$ cat src/include/soc_cfg.svh
// build-time sizes for the z80 soc bus glue
// include wherever reset length or memory and video widths are needed
`ifndef SOC_CFG_SVH
`define SOC_CFG_SVH

// core reset hold after the last reset source clears, in cpu_clock cycles
// must fit the 8 bit hold counter
`define SOC_RESET_HOLD 255

// byte memory behind the bus, full z80 address space
`define SOC_MEM_ADDR_BITS 16

// video memory write address, 16k window below A15
`define SOC_VIDEO_ADDR_BITS 14

`endif

$ cat src/verilog/soc_reset_seq.sv
// reset sequencer for the z80 core
// keeps core_reset high for a fixed hold after every reset source drops
`timescale 1ns/100ps
`default_nettype none
`include "soc_cfg.svh"

module soc_reset_seq (
   input  wire       cpu_clock,
   input  wire       cpu_reset,     // board reset
   input  wire       pll_locked,    // low while clocks are unstable
   input  wire [7:0] osd_status,    // bit 0 power-up, bit 2 menu reset
   input  wire       dio_download,  // rom download in progress
   output logic      core_reset
);

   localparam logic [7:0] hold_max = 8'(`SOC_RESET_HOLD);

   logic [7:0] hold_cnt;  // cycles since last source cleared
   logic       reset_src; // any source still active

   // menu reset and download restart the hold like a power-up
   assign reset_src = ~pll_locked | osd_status[0] | osd_status[2] | dio_download;

   always_ff @(posedge cpu_clock) begin
      if (cpu_reset) begin
         hold_cnt <= '0;
      end else if (reset_src) begin
         hold_cnt <= '0;                    // restart on every source
      end else if (hold_cnt != hold_max) begin
         hold_cnt <= hold_cnt + 8'd1;       // saturates at hold_max
      end
   end

   // gives sdram time to init once clocks are stable or a download ends
   assign core_reset = (hold_cnt < hold_max);

   // a live reset source always holds the core on the next cycle
   a_src_holds : assert property (@(posedge cpu_clock) disable iff (cpu_reset)
      reset_src |=> core_reset);

endmodule

`default_nettype wire

$ cat config.mk
export PLATFORM = sky130hd
export DESIGN_NAME = soc_reset_seq
export DESIGN_NICKNAME = d
export VERILOG_FILES = /design/src/verilog/soc_reset_seq.sv
export VERILOG_INCLUDE_DIRS = /design/src /design/src/include
export SDC_FILE = /design/constraint.sdc
export NUM_CORES = 1
export LEC_CHECK = 0
export BUFFER_PORTS_ARGS = -buffer_cell sky130_fd_sc_hd__buf_4
export CORE_AREA = 2 2 39 41
export DETAILED_ROUTE_END_ITERATION = 8
export DIE_AREA = 0 0 41 43
export HOLD_SLACK_MARGIN = 0.1
export PLACE_DENSITY = 0.55
export SLEW_MARGIN = 5
export SYNTH_ARGS = -nofsm -noshare
export SYNTH_HDL_FRONTEND = slang
export SYNTH_SLANG_ARGS = --single-unit
$ cat constraint.sdc
create_clock -name cpu_clock -period 2.8 [get_ports cpu_clock]
set_input_delay 0.28 -clock cpu_clock [delete_from_list [all_inputs] [get_ports cpu_clock]]
set_output_delay 0.28 -clock cpu_clock [all_outputs]
set_load 0.05 [all_outputs]
======== Word level (Yosys, flattened, before mapping) ========
Index checks and enable logic that the tools add are counted.
word-level totals
  flip-flop bits (word level) ............. 8
  output and inout bits ................... 1
operators by class
  order comparisons ....................... 1
  add/sub/neg operators ................... 1
  equal/unequal tests ..................... 1
  reduce and logical (&&, ||, !) cells .... 1
  bitwise operators ....................... 4
operator list
  kind                                                            count
  8-bit by 1-bit adder with 8-bit output (second input constant)  1
  8-bit less-than comparator (second input constant)              1
  8-bit inequality test (second input constant)                   1
  1-bit bitwise OR                                                3
  2-bit OR reduction                                              1
  1-bit inverter                                                  1

======== Longest topological paths before layout ========
  word-level depth ........................ 5
  depth in mapped cells ................... 4
  mapped depth without buffers ............ 4

======== Least setup slack after synthesis ========
Ideal clock, no wire load.
  kind .................................... reg2out
  from .................................... reg hold_cnt[0]
  to ...................................... out core_reset
  cell stages (with the launch flop) ...... 4
  path slack .............................. 1.391 ns
  path buffers ............................ 0
  arrival time ............................ 1.129 ns
  cells stage by stage .................... dfxtp_1 -> ha_1 -> and3_1 -> nand2_1
between the ends
  longest elaborated chain between the ends .. 1
RTL lines
  element                     RTL line             text
  from (decl)                 soc_reset_seq.sv:18  logic [7:0] hold_cnt;
  from (signal assigned)      soc_reset_seq.sv:30  hold_cnt <= hold_cnt + 8'd1;
  8-bit less-than comparator  soc_reset_seq.sv:35  assign core_reset = (hold_cnt < hold_max);
  to (decl)                   soc_reset_seq.sv:13  output logic core_reset
No other way between the ends.

======== Final worst setup path ========
Ends and elaborated chain as after synthesis.

==> out/qor.csv <==
metric,value,unit
Leak,0.177,nW
P_int,170,uW
max reg flops,8,
top-area cell type share of the netlist area,0.347,
chip height,43,um
die area,0.00176,mm2
wire length per cell,11.0,um
largest family of logic cells by synthesized area,simple AND/OR/NAND/NOR gates,
top flop regs,hold_cnt: 8 flops,
Yosys Warn Count,0,
Post-CTS Setup Inserts,0,
first-pass GRT wire length,1380,um
core area,0.00138,mm2
Port Buffers,6,
CTS root buf,clkbuf_4,
Initial Util,0.334,
"IR drop worst, VDD",0.000130,V
Final Non-Filler Cells,76,
"Slew Viols, Final",0,
final hold viol count,0,
cts hold-fix bufs,0,
# diodes,0,
Worst Tran Pin Value,0.342,ns
Max Clk Rate,586,MHz
NetSw,43.7,uW
Post-Synth XOR/XNOR Area,0,
number of global-route vias before repair,351,
"Clk Latency, worst-skew pair",0.25,ns
GP Congestion,0.704,
fraction of the mapped netlist area in simple logic gates,0.431,
DRC,0,
antenna violations before repair,0,
max cap viols,0,
mapped cell area,462,um2
number of flops mapped to enable cells by yosys,0,
asr flop ratio synth,0,
Synth Register Bits,8,
Clock Skew,0.00493,ns
status,"finished, final reports clean",
final wirelength,838,um
synthesized area per cell,8.88,um2
DRT iter0 DRCs,5,
Adder-Cell Fraction of Synth Area,0.0271,
clock sinks,8,
Longest Clk Path Bufs,2,
placed insts,73,
HP Start,osd_status[0],
"Most flops, register",hold_cnt,
Hold Path Depth,3,
total power,214,uW
Net Sw Frac,0.204,
post-synthesis compound-gate area fraction,0.114,
HPWL Detailed,614,um
share of layout cells above drive strength 1,0.183,
sequential fraction of the synthesis area,0.347,
HP Class,in2reg,
Clock transition at path regs,0.06,ns
final period utilization,0.610,
combinational fraction of design power,0.053,
Netlist cell types,24,
mux contribution to synthesized area,0.0650,
I/O pin count,13,
post-route setup TNS,0,ns
slack of the worst reg-to-reg path,1.35,ns
Synth Instances,52,
# resized after CTS,0,
largest net degree at the start of global routing,9,
clock buffer count from CTS,3,
most common cell in the netlist,dfxtp_1,
Register Area,160,um2
r2r startpoint,hold_cnt[0]$_SDFFE_PP0N_,
Synth top cells by count,"dfxtp_1 (8), a21oi_1 (5), nand3_1 (5)",
H-tree level count,1,
"Top FF cell, synth",dfxtp_1,
syn nets,65,
crit path time final,1.71,ns
clock power share,0.413,
synth top area cells,"dfxtp_1 (35%), mux2i_1 (6.5%), or3b_1 (5.7%)",
GRT overflow,0,
Seq pwr share,0.534,
DR vias,418,
total iterations of the first detailed-routing run,4,
unrepaired setup endpoints after global routing,false,
Reg2Reg Depth,4,
layout filler cell count,147,
nets,75,
Area Growth Syn to Fin,18.2,%
Synth area leader,dfxtp_1,
CP max FO,5,
CTS tree,done,
CP endpoint kind,primary output,
area of the multi-input gates,294,um2
die width,41,um
Worst EP required,2.52,ns
Cell Pwr Density,393,mW/mm2
Hold Crit Endpoint,hold_cnt[4]$_SDFFE_PP0N_,
WP data arrival,1.43,ns
# setup viols final,0,
Worst setup SP type,register,
"antenna viol nets, final",0,
Via-to-Cell Ratio,5.50,
CP Class,reg2out,
# rows,14,
RR Endpoint,hold_cnt[5]$_SDFFE_PP0N_,
GRT Total Usage,0.119,
Relative slew margins,0.771,
[layer usage]
layer  GRT usage  part of all wire  routed length (um)
met1       0.141              0.46                 389
met5           0                 0                   0
met4       0.120             0.023                  19
met2       0.169              0.48                 406
met3      0.0157             0.027                  23
[logic make-up (layout without fill, tap and decap cells)]
family	Yosys count	in the layout
and+or+nand+nor	29	29
AOI/OAI and AO/OA	9	9
muxes	3	3
adders and majority gates	1	1
buffers and inverters	2	10
DFF	8	8
[worst max-delay path, stage by stage (launching register included)]
cell	delay, ns
dfxtp_1	0.38
ha_1	0.25
and3_1	0.27
nand2_1	0.08
buf_4	0.20
[area by class of cell]
class,count,share of cell area
timing repair buffer,6,0.0826
multi-input combinational,42,0.539
tap,16,0.0367
clock buffer,3,0.0413
sequential,8,0.294
inverter,1,0.00688
[power by group through the flow]
stage | registers (mW) | logic (mW) | clock network (mW)
detailed placement | 0.117 | 0.0115 | 0
floorplan | 0.117 | 0.00381 | 0
finish | 0.114 | 0.0113 | 0.0884
CTS | 0.114 | 0.0115 | 0.0930
global placement | 0.117 | 0.0113 | 0
global route | 0.114 | 0.0124 | 0.0973
[through the flow]
stage,setup WS (ns),cell area [um2],hold WS [ns],util
CTS,1.08,546,0.336,0.394
global placement,1.34,523,0.495,0.378
floorplan,1.39,462,0.463,-
detailed placement,1.37,523,0.492,0.378
finish,1.09,546,0.337,0.394
global route,0.994,546,0.362,0.394
[worst max-delay path by stage]
stage	start	end	slack, ns	depth (start not counted)
2_1_floorplan	hold_cnt[0]$_SDFFE_PP0N_	core_reset	1.39	3
3_3_place_gp	hold_cnt[0]$_SDFFE_PP0N_	core_reset	1.34	4
3_5_place_dp	hold_cnt[0]$_SDFFE_PP0N_	core_reset	1.37	4
4_1_cts	hold_cnt[0]$_SDFFE_PP0N_	core_reset	1.08	4
5_1_grt	hold_cnt[0]$_SDFFE_PP0N_	core_reset	0.99	4
6_report	hold_cnt[0]$_SDFFE_PP0N_	core_reset	1.09	4
[cells in the final DEF, fill, tap and decap left out, types with 2 or more instances in the layout]
cell type,n
a21oi_1,5
and3_1,2
buf_4,6
clkbuf_4,3
dfxtp_1,8
mux2i_1,3
nand2_1,3
nand3_1,5
nand3b_1,3
nand4_1,2
nor3_1,4
or3b_1,3
Power figures use the tool's default switching activity.
