==> src/include/soc_cfg.svh <==
// build-time sizes for the z80 soc bus glue
// include wherever reset length or memory and video widths are needed
`ifndef SOC_CFG_SVH
`define SOC_CFG_SVH

// core reset hold after the last reset source clears, in cpu_clock cycles
// must fit the 8 bit hold counter
`define SOC_RESET_HOLD 255

// byte memory behind the bus, full z80 address space
`define SOC_MEM_ADDR_BITS 16

// video memory write address, 16k window below A15
`define SOC_VIDEO_ADDR_BITS 14

`endif

==> src/verilog/soc_pkg.sv <==
// shared data types for the z80 soc bus glue
// import where bytes or cpu and download addresses are carried
`default_nettype none

package soc_pkg;

   // one data byte
   // cpu data bus, download data and video data all use it
   typedef logic [7:0] byte_t;

   // z80 address bus, A15 selects ram against video
   typedef logic [15:0] cpu_addr_t;

   // rom download helper address
   // wider than memory, decoder keeps the low bits only
   typedef logic [24:0] dio_addr_t;

endpackage

`default_nettype wire

==> src/verilog/soc_bus_decode.sv <==
// z80 bus decode, steers cpu strobes to video or memory by A15
// download helper owns the memory port while dio_download is high
`timescale 1ns/100ps
`default_nettype none
`include "soc_cfg.svh"

module soc_bus_decode (
   input  wire                                 cpu_clock,
   input  wire                                 cpu_reset,
   input  wire                                 core_reset,  // core held, cpu bus invalid
   input  wire soc_pkg::cpu_addr_t             cpu_addr,
   input  wire soc_pkg::byte_t                 cpu_dout,
   input  wire                                 cpu_rd_n,
   input  wire                                 cpu_wr_n,
   input  wire                                 dio_download,
   input  wire                                 dio_write,
   input  wire soc_pkg::dio_addr_t             dio_addr,
   input  wire soc_pkg::byte_t                 dio_data,
   output logic                                video_wr,
   output logic [`SOC_VIDEO_ADDR_BITS-1:0]     video_addr,
   output soc_pkg::byte_t                      video_data,
   output logic                                mem_wr,
   output logic                                mem_rd,
   output logic [`SOC_MEM_ADDR_BITS-1:0]       mem_addr,
   output soc_pkg::byte_t                      mem_wdata
);

   import soc_pkg::*;

   logic                          cpu_ok;      // cpu may issue requests
   logic                          video_wr_d;
   logic                          mem_wr_d;
   logic                          mem_rd_d;
   logic [`SOC_MEM_ADDR_BITS-1:0] mem_addr_d;
   byte_t                         mem_wdata_d;

   // no cpu traffic while the core is held or rom loads
   assign cpu_ok = ~core_reset & ~dio_download;

   // A15 low is video memory, written only, never read back
   assign video_wr_d = cpu_ok & ~cpu_wr_n & ~cpu_addr[15];

   // ram writes from cpu above A15, or every download write
   assign mem_wr_d = dio_download ? dio_write : (cpu_ok & ~cpu_wr_n & cpu_addr[15]);

   // reads always hit memory, write takes priority
   assign mem_rd_d = cpu_ok & ~cpu_rd_n & ~mem_wr_d;

   // memory port mux, download truncated to memory size
   assign mem_addr_d  = dio_download ? dio_addr[`SOC_MEM_ADDR_BITS-1:0]
                                     : cpu_addr[`SOC_MEM_ADDR_BITS-1:0];
   assign mem_wdata_d = dio_download ? dio_data : cpu_dout;

   // strobes, cleared in reset
   always_ff @(posedge cpu_clock) begin
      if (cpu_reset) begin
         video_wr <= 1'b0;
         mem_wr   <= 1'b0;
         mem_rd   <= 1'b0;
      end else begin
         video_wr <= video_wr_d;  // repeats while wr_n held, same data
         mem_wr   <= mem_wr_d;
         mem_rd   <= mem_rd_d;
      end
   end

   // payload follows the bus every cycle
   always_ff @(posedge cpu_clock) begin
      video_addr <= cpu_addr[`SOC_VIDEO_ADDR_BITS-1:0];
      video_data <= cpu_dout;
      mem_addr   <= mem_addr_d;
      mem_wdata  <= mem_wdata_d;
   end

   // rom image must never leak into video memory
   a_no_video_in_dl : assert property (@(posedge cpu_clock) disable iff (cpu_reset)
      dio_download |=> !video_wr);

   // memory sees one request kind per cycle
   a_wr_rd_onehot : assert property (@(posedge cpu_clock) disable iff (cpu_reset)
      !(mem_wr && mem_rd));

endmodule

`default_nettype wire

==> config.mk <==
export PLATFORM = sky130hd
export DESIGN_NAME = soc_bus_decode
export DESIGN_NICKNAME = d
export VERILOG_FILES = /design/src/verilog/soc_pkg.sv /design/src/verilog/soc_bus_decode.sv
export VERILOG_INCLUDE_DIRS = /design/src /design/src/include
export SDC_FILE = /design/constraint.sdc
export NUM_CORES = 1
export LEC_CHECK = 0
export ABC_AREA = 1
export BUFFER_PORTS_ARGS = -buffer_cell sky130_fd_sc_hd__buf_2
export CAP_MARGIN = 10
export CELL_PAD_IN_SITES_DETAIL_PLACEMENT = 1
export CELL_PAD_IN_SITES_GLOBAL_PLACEMENT = 1
export CORE_ASPECT_RATIO = 1.2
export CORE_MARGIN = 5
export CORE_UTILIZATION = 29
export CTS_BUF_LIST = sky130_fd_sc_hd__clkbuf_4
export DETAILED_ROUTE_END_ITERATION = 8
export PLACE_DENSITY = 0.88
export SKIP_CTS_REPAIR_TIMING = 1
export SYNTH_ARGS = -nofsm -noshare
export SYNTH_HDL_FRONTEND = slang
export SYNTH_SLANG_ARGS = --single-unit
==> constraint.sdc <==
create_clock -name cpu_clock -period 0.9 [get_ports cpu_clock]
set_input_delay 0.09 -clock cpu_clock [delete_from_list [all_inputs] [get_ports cpu_clock]]
set_output_delay 0.09 -clock cpu_clock [all_outputs]
set_load 0.01 [all_outputs]
# ---- Yosys cells after proc, flatten, opt, wreduce, memory -nomap -nowiden
# Cells that the tools add are included.
dict set report classes {
  muxes 3
  bitwise_logic 12
}
# cell count
set op_table {}
lappend op_table {{$mux 16} 1}
lappend op_table {{$mux 8} 1}
lappend op_table {{$and 1x1->1} 6}
lappend op_table {{$not 1->1} 6}
lappend op_table {{$mux 1} 1}
dict set report word_totals {
  regBits 49
  output_inout_bits 49
}

# ---- Depth between registers and ports, before layout
dict set report depth {
  word_depth 7
  mapped_depth 5
  ltp_nobuf 4
}

# ---- Least setup slack after synthesis
# OpenSTA, ideal clock, no wires.
dict set report synth_path {
  path_kind {input -> register}
  startpoint {input dio_download}
  endpoint {register mem_addr[10]}
  setup_ps 121
  arrival_ps 635
  t_required_ps 779
  path_slack_ps 143
  cell_stages 3
  n_path_buf 2
  cell_sequence {buf_6 buf_12 mux2_4}
}
dict set report synth_between {
  elab_chain_len 1
}
# element line_no
set synth_lines {}
lappend synth_lines {{start, declared} soc_bus_decode.sv:15} ;# input wire dio_download,
lappend synth_lines {{$mux 16} soc_bus_decode.sv:50} ;# assign mem_addr_d = dio_download ? dio_addr[`SOC_MEM_ADDR_BITS-1:0]
lappend synth_lines {{net mem_addr_d[10]} soc_bus_decode.sv:34} ;# logic [`SOC_MEM_ADDR_BITS-1:0] mem_addr_d;
lappend synth_lines {{end signal, assigned} soc_bus_decode.sv:71} ;# mem_addr <= mem_addr_d;
lappend synth_lines {{end, declared} soc_bus_decode.sv:24} ;# output logic [`SOC_MEM_ADDR_BITS-1:0] mem_addr,
# The timed path passes the listed nets, and every way through them passes these cells.
# A chain may end at the register's enable or synchronous reset.

# ---- Worst setup path after layout
dict set report layout_path {
  startpoint {register video_addr[2]}
  endpoint {output video_addr[2]}
}
# element line_no
set layout_lines {}
lappend layout_lines {{start, declared} soc_bus_decode.sv:20} ;# output logic [`SOC_VIDEO_ADDR_BITS-1:0] video_addr,
lappend layout_lines {{start signal, assigned} soc_bus_decode.sv:69} ;# video_addr <= cpu_addr[`SOC_VIDEO_ADDR_BITS-1:0];
# No word-level cell between the ends.

==> metrics.cfg <==
[run_status]
status=finished, violations left
violations=negative hold slack, negative setup slack

[global_route]
grt_pass1_wl_mm=5.33
grt_max_degree=16
grt-ovfl-total=0
antenna_found_initial=1
grt_pass1_vias=1163
track_usage_pct=11.2

[synthesis]
synth_edf_count=0
yosys.area.top_type=dfxtp_1
yosysTopAreaCellShare_pct=69.1
synth_cells=87
yosysMostFrequentCell=dfxtp_1
syn_nets=151
syn_avg_cell_area_sq_um=16.3
synth_ff_type=dfxtp_1
seq_area_frac_synth_pct=69.1
synth_common_cells=dfxtp_1, mux2_4, mux2_2
ys_types=11
async_flop_share_pct=0
syn_area_sq_um=1420
ys.warnings.count=0
synth.area.top_cells=dfxtp_1, mux2_4, mux2_2
ys_ff_latch=49

[critical_path]
slowest_delay_ns=0.37
cp_slowest_cell=dfxtp_1
critPathMaxFanout=1
cp_top_family=flip-flops
cp-end-kind=output port
critPathLaunchType=flip-flop
critPathBufInv=1
crit_type=reg -> out
path_cells=buf_2
worstPathArrival_ns=0.87
required_ns=0.81

[clock_network]
cts_sinks=49
clk_path_buf_depth=2
htree_levels=2
clk_pin_slew_ns=0.13
root_buffer=clkbuf_4
cts_tree=done
numCtsBuffers=5

[timing]
finalSetupViolCount=18
slew_violations=0
tightestPinTransition_ns=0.207
layout_min_cycle_time_ns=0.963
worst_slack_ns=-0.0627
hold_ws_ns=-0.00198
fmax_mhz=1040
relSlewSlack_pct=86.1
rsz0062_at_grt=yes
post-route-period-util_pct=107
finalHoldViolCount=2

[route]
postRouteAntennaNets=0
drcViolationCount=0
drt_iter0_drc=17
wire_per_inst_microns=15.7
drt-pass1-iter-count=2
dr_total_vias=1257
vias_per_cell=4.05
routed_wl_mm=4.88

[floorplanning]
core_sq_um=4830
fp.dieArea_sq_um=6400
die_h_microns=86.6
die_w_microns=73.9
start_util_pct=29.3
rows=28
io_pins=113

[layout]
drive_gt1_share_pct=63.5
area_growth_pct=92.5
utilization_pct=56.5
final_nets=312

[pwr]
swShare_pct=24.2
p_seq_share_pct=57.3
cellPowerDensity_nw_per_um2=1520
internal_power_mw=3.15
power_leakage_nw=1.33
p_comb_share_pct=19.4
peakVddDrop_mv=0.579
p_sw_mw=1.00
clkPwrFrac_pct=23.3

[placed_design]
pre_cts_ws_ns=-0.0205
gp_congestion=0.686
io_buffers=103
hpwlAfterDp_mm=3.12

[min_path]
hp-class=in -> reg

[run]
maxCapViolCount=0

[power by group through the flow]
stage                     Combinational, mW  Clock (mW)  Sequential, mW
after floorplan                       0.184           0            2.47
after global placement                0.543           0            2.38
after detailed placement              0.558           0            2.40
after CTS                             0.560        1.01            2.35
after global routing                  0.859        1.08            2.39
final                                 0.805       0.968            2.38
[state kept, by name, indices dropped and copies added, names as in the netlist]
| signal | count |
|---|---|
| mem_addr | 16 |
| mem_rd | 1 |
| mem_wdata | 8 |
| mem_wr | 1 |
| video_addr | 14 |
| video_data | 8 |
| video_wr | 1 |
[layer usage]
| metal | share of wire (%) | vias to the layer above | GRT usage, % |
|---|---|---|---|
| met4 | 1.4 | 0 | 5.44 |
| li1 | - | 609 | - |
| met1 | 28 | 588 | 9.16 |
| met3 | 6.0 | 7 | 2.90 |
| met2 | 65 | 53 | 23.0 |
| met5 | 0 | - | 0 |
[path summary, 6_finish.rpt]
| kind | endpoint | slack [ns] | start | depth (start not counted) |
|---|---|---|---|---|
| setup / recovery | video_addr[2] | -0.06 | video_addr[2] | 1 |
| hold / removal | mem_rd | -0.002 | core_reset | 4 |
[logic make-up after synthesis]
logic type / share of synthesized area (%)
multiplexers: 24.1
flip-flops: 69.1
AO/OA/AOI/OAI: 0.352
AND/OR/NAND/NOR: 2.56
buffers and inverters: 3.88
[layout by cell type, fill, tap and decap left out]
master / n
dfxtp_1: 28
a21oi_1: 1
buf_2: 82
buf_12: 2
clkbuf_4: 5
diode_2: 1
mux2_4: 19
nor3_1: 1
clkinv_1: 1
clkinv_2: 1
nand3_1: 1
dfxtp_2: 21
clkinv_4: 1
mux2_2: 5
nand2_1: 4
dlygate4sd3_1: 51
inv_1: 1
nor2_1: 3
buf_4: 1
buf_6: 21
[per-stage QoR]
stage,instance area [sq um],std cells,TNS (ns),total power [mW]
finish,2730,310,-0.186,4.15
global route,2730,310,-2.14,4.33
CTS,2060,258,-1.10,3.92
detailed placement,2010,250,-0.175,2.96
global placement,2010,250,-0.0818,2.93
floorplan,1420,87,0,2.66
[final cells by class]
cell class | instances | area, sq um
inverters | 1 | 3.75
fillers | 515 | 2100
repair buffers | 157 | 1200
multi-input cells | 34 | 383
diodes | 1 | 2.50
clock buffers | 5 | 37.5
clock inverters | 3 | 17.5
flip-flops and latches | 49 | 1010
well taps | 60 | 75.1
Power figures use the tool's default switching activity.
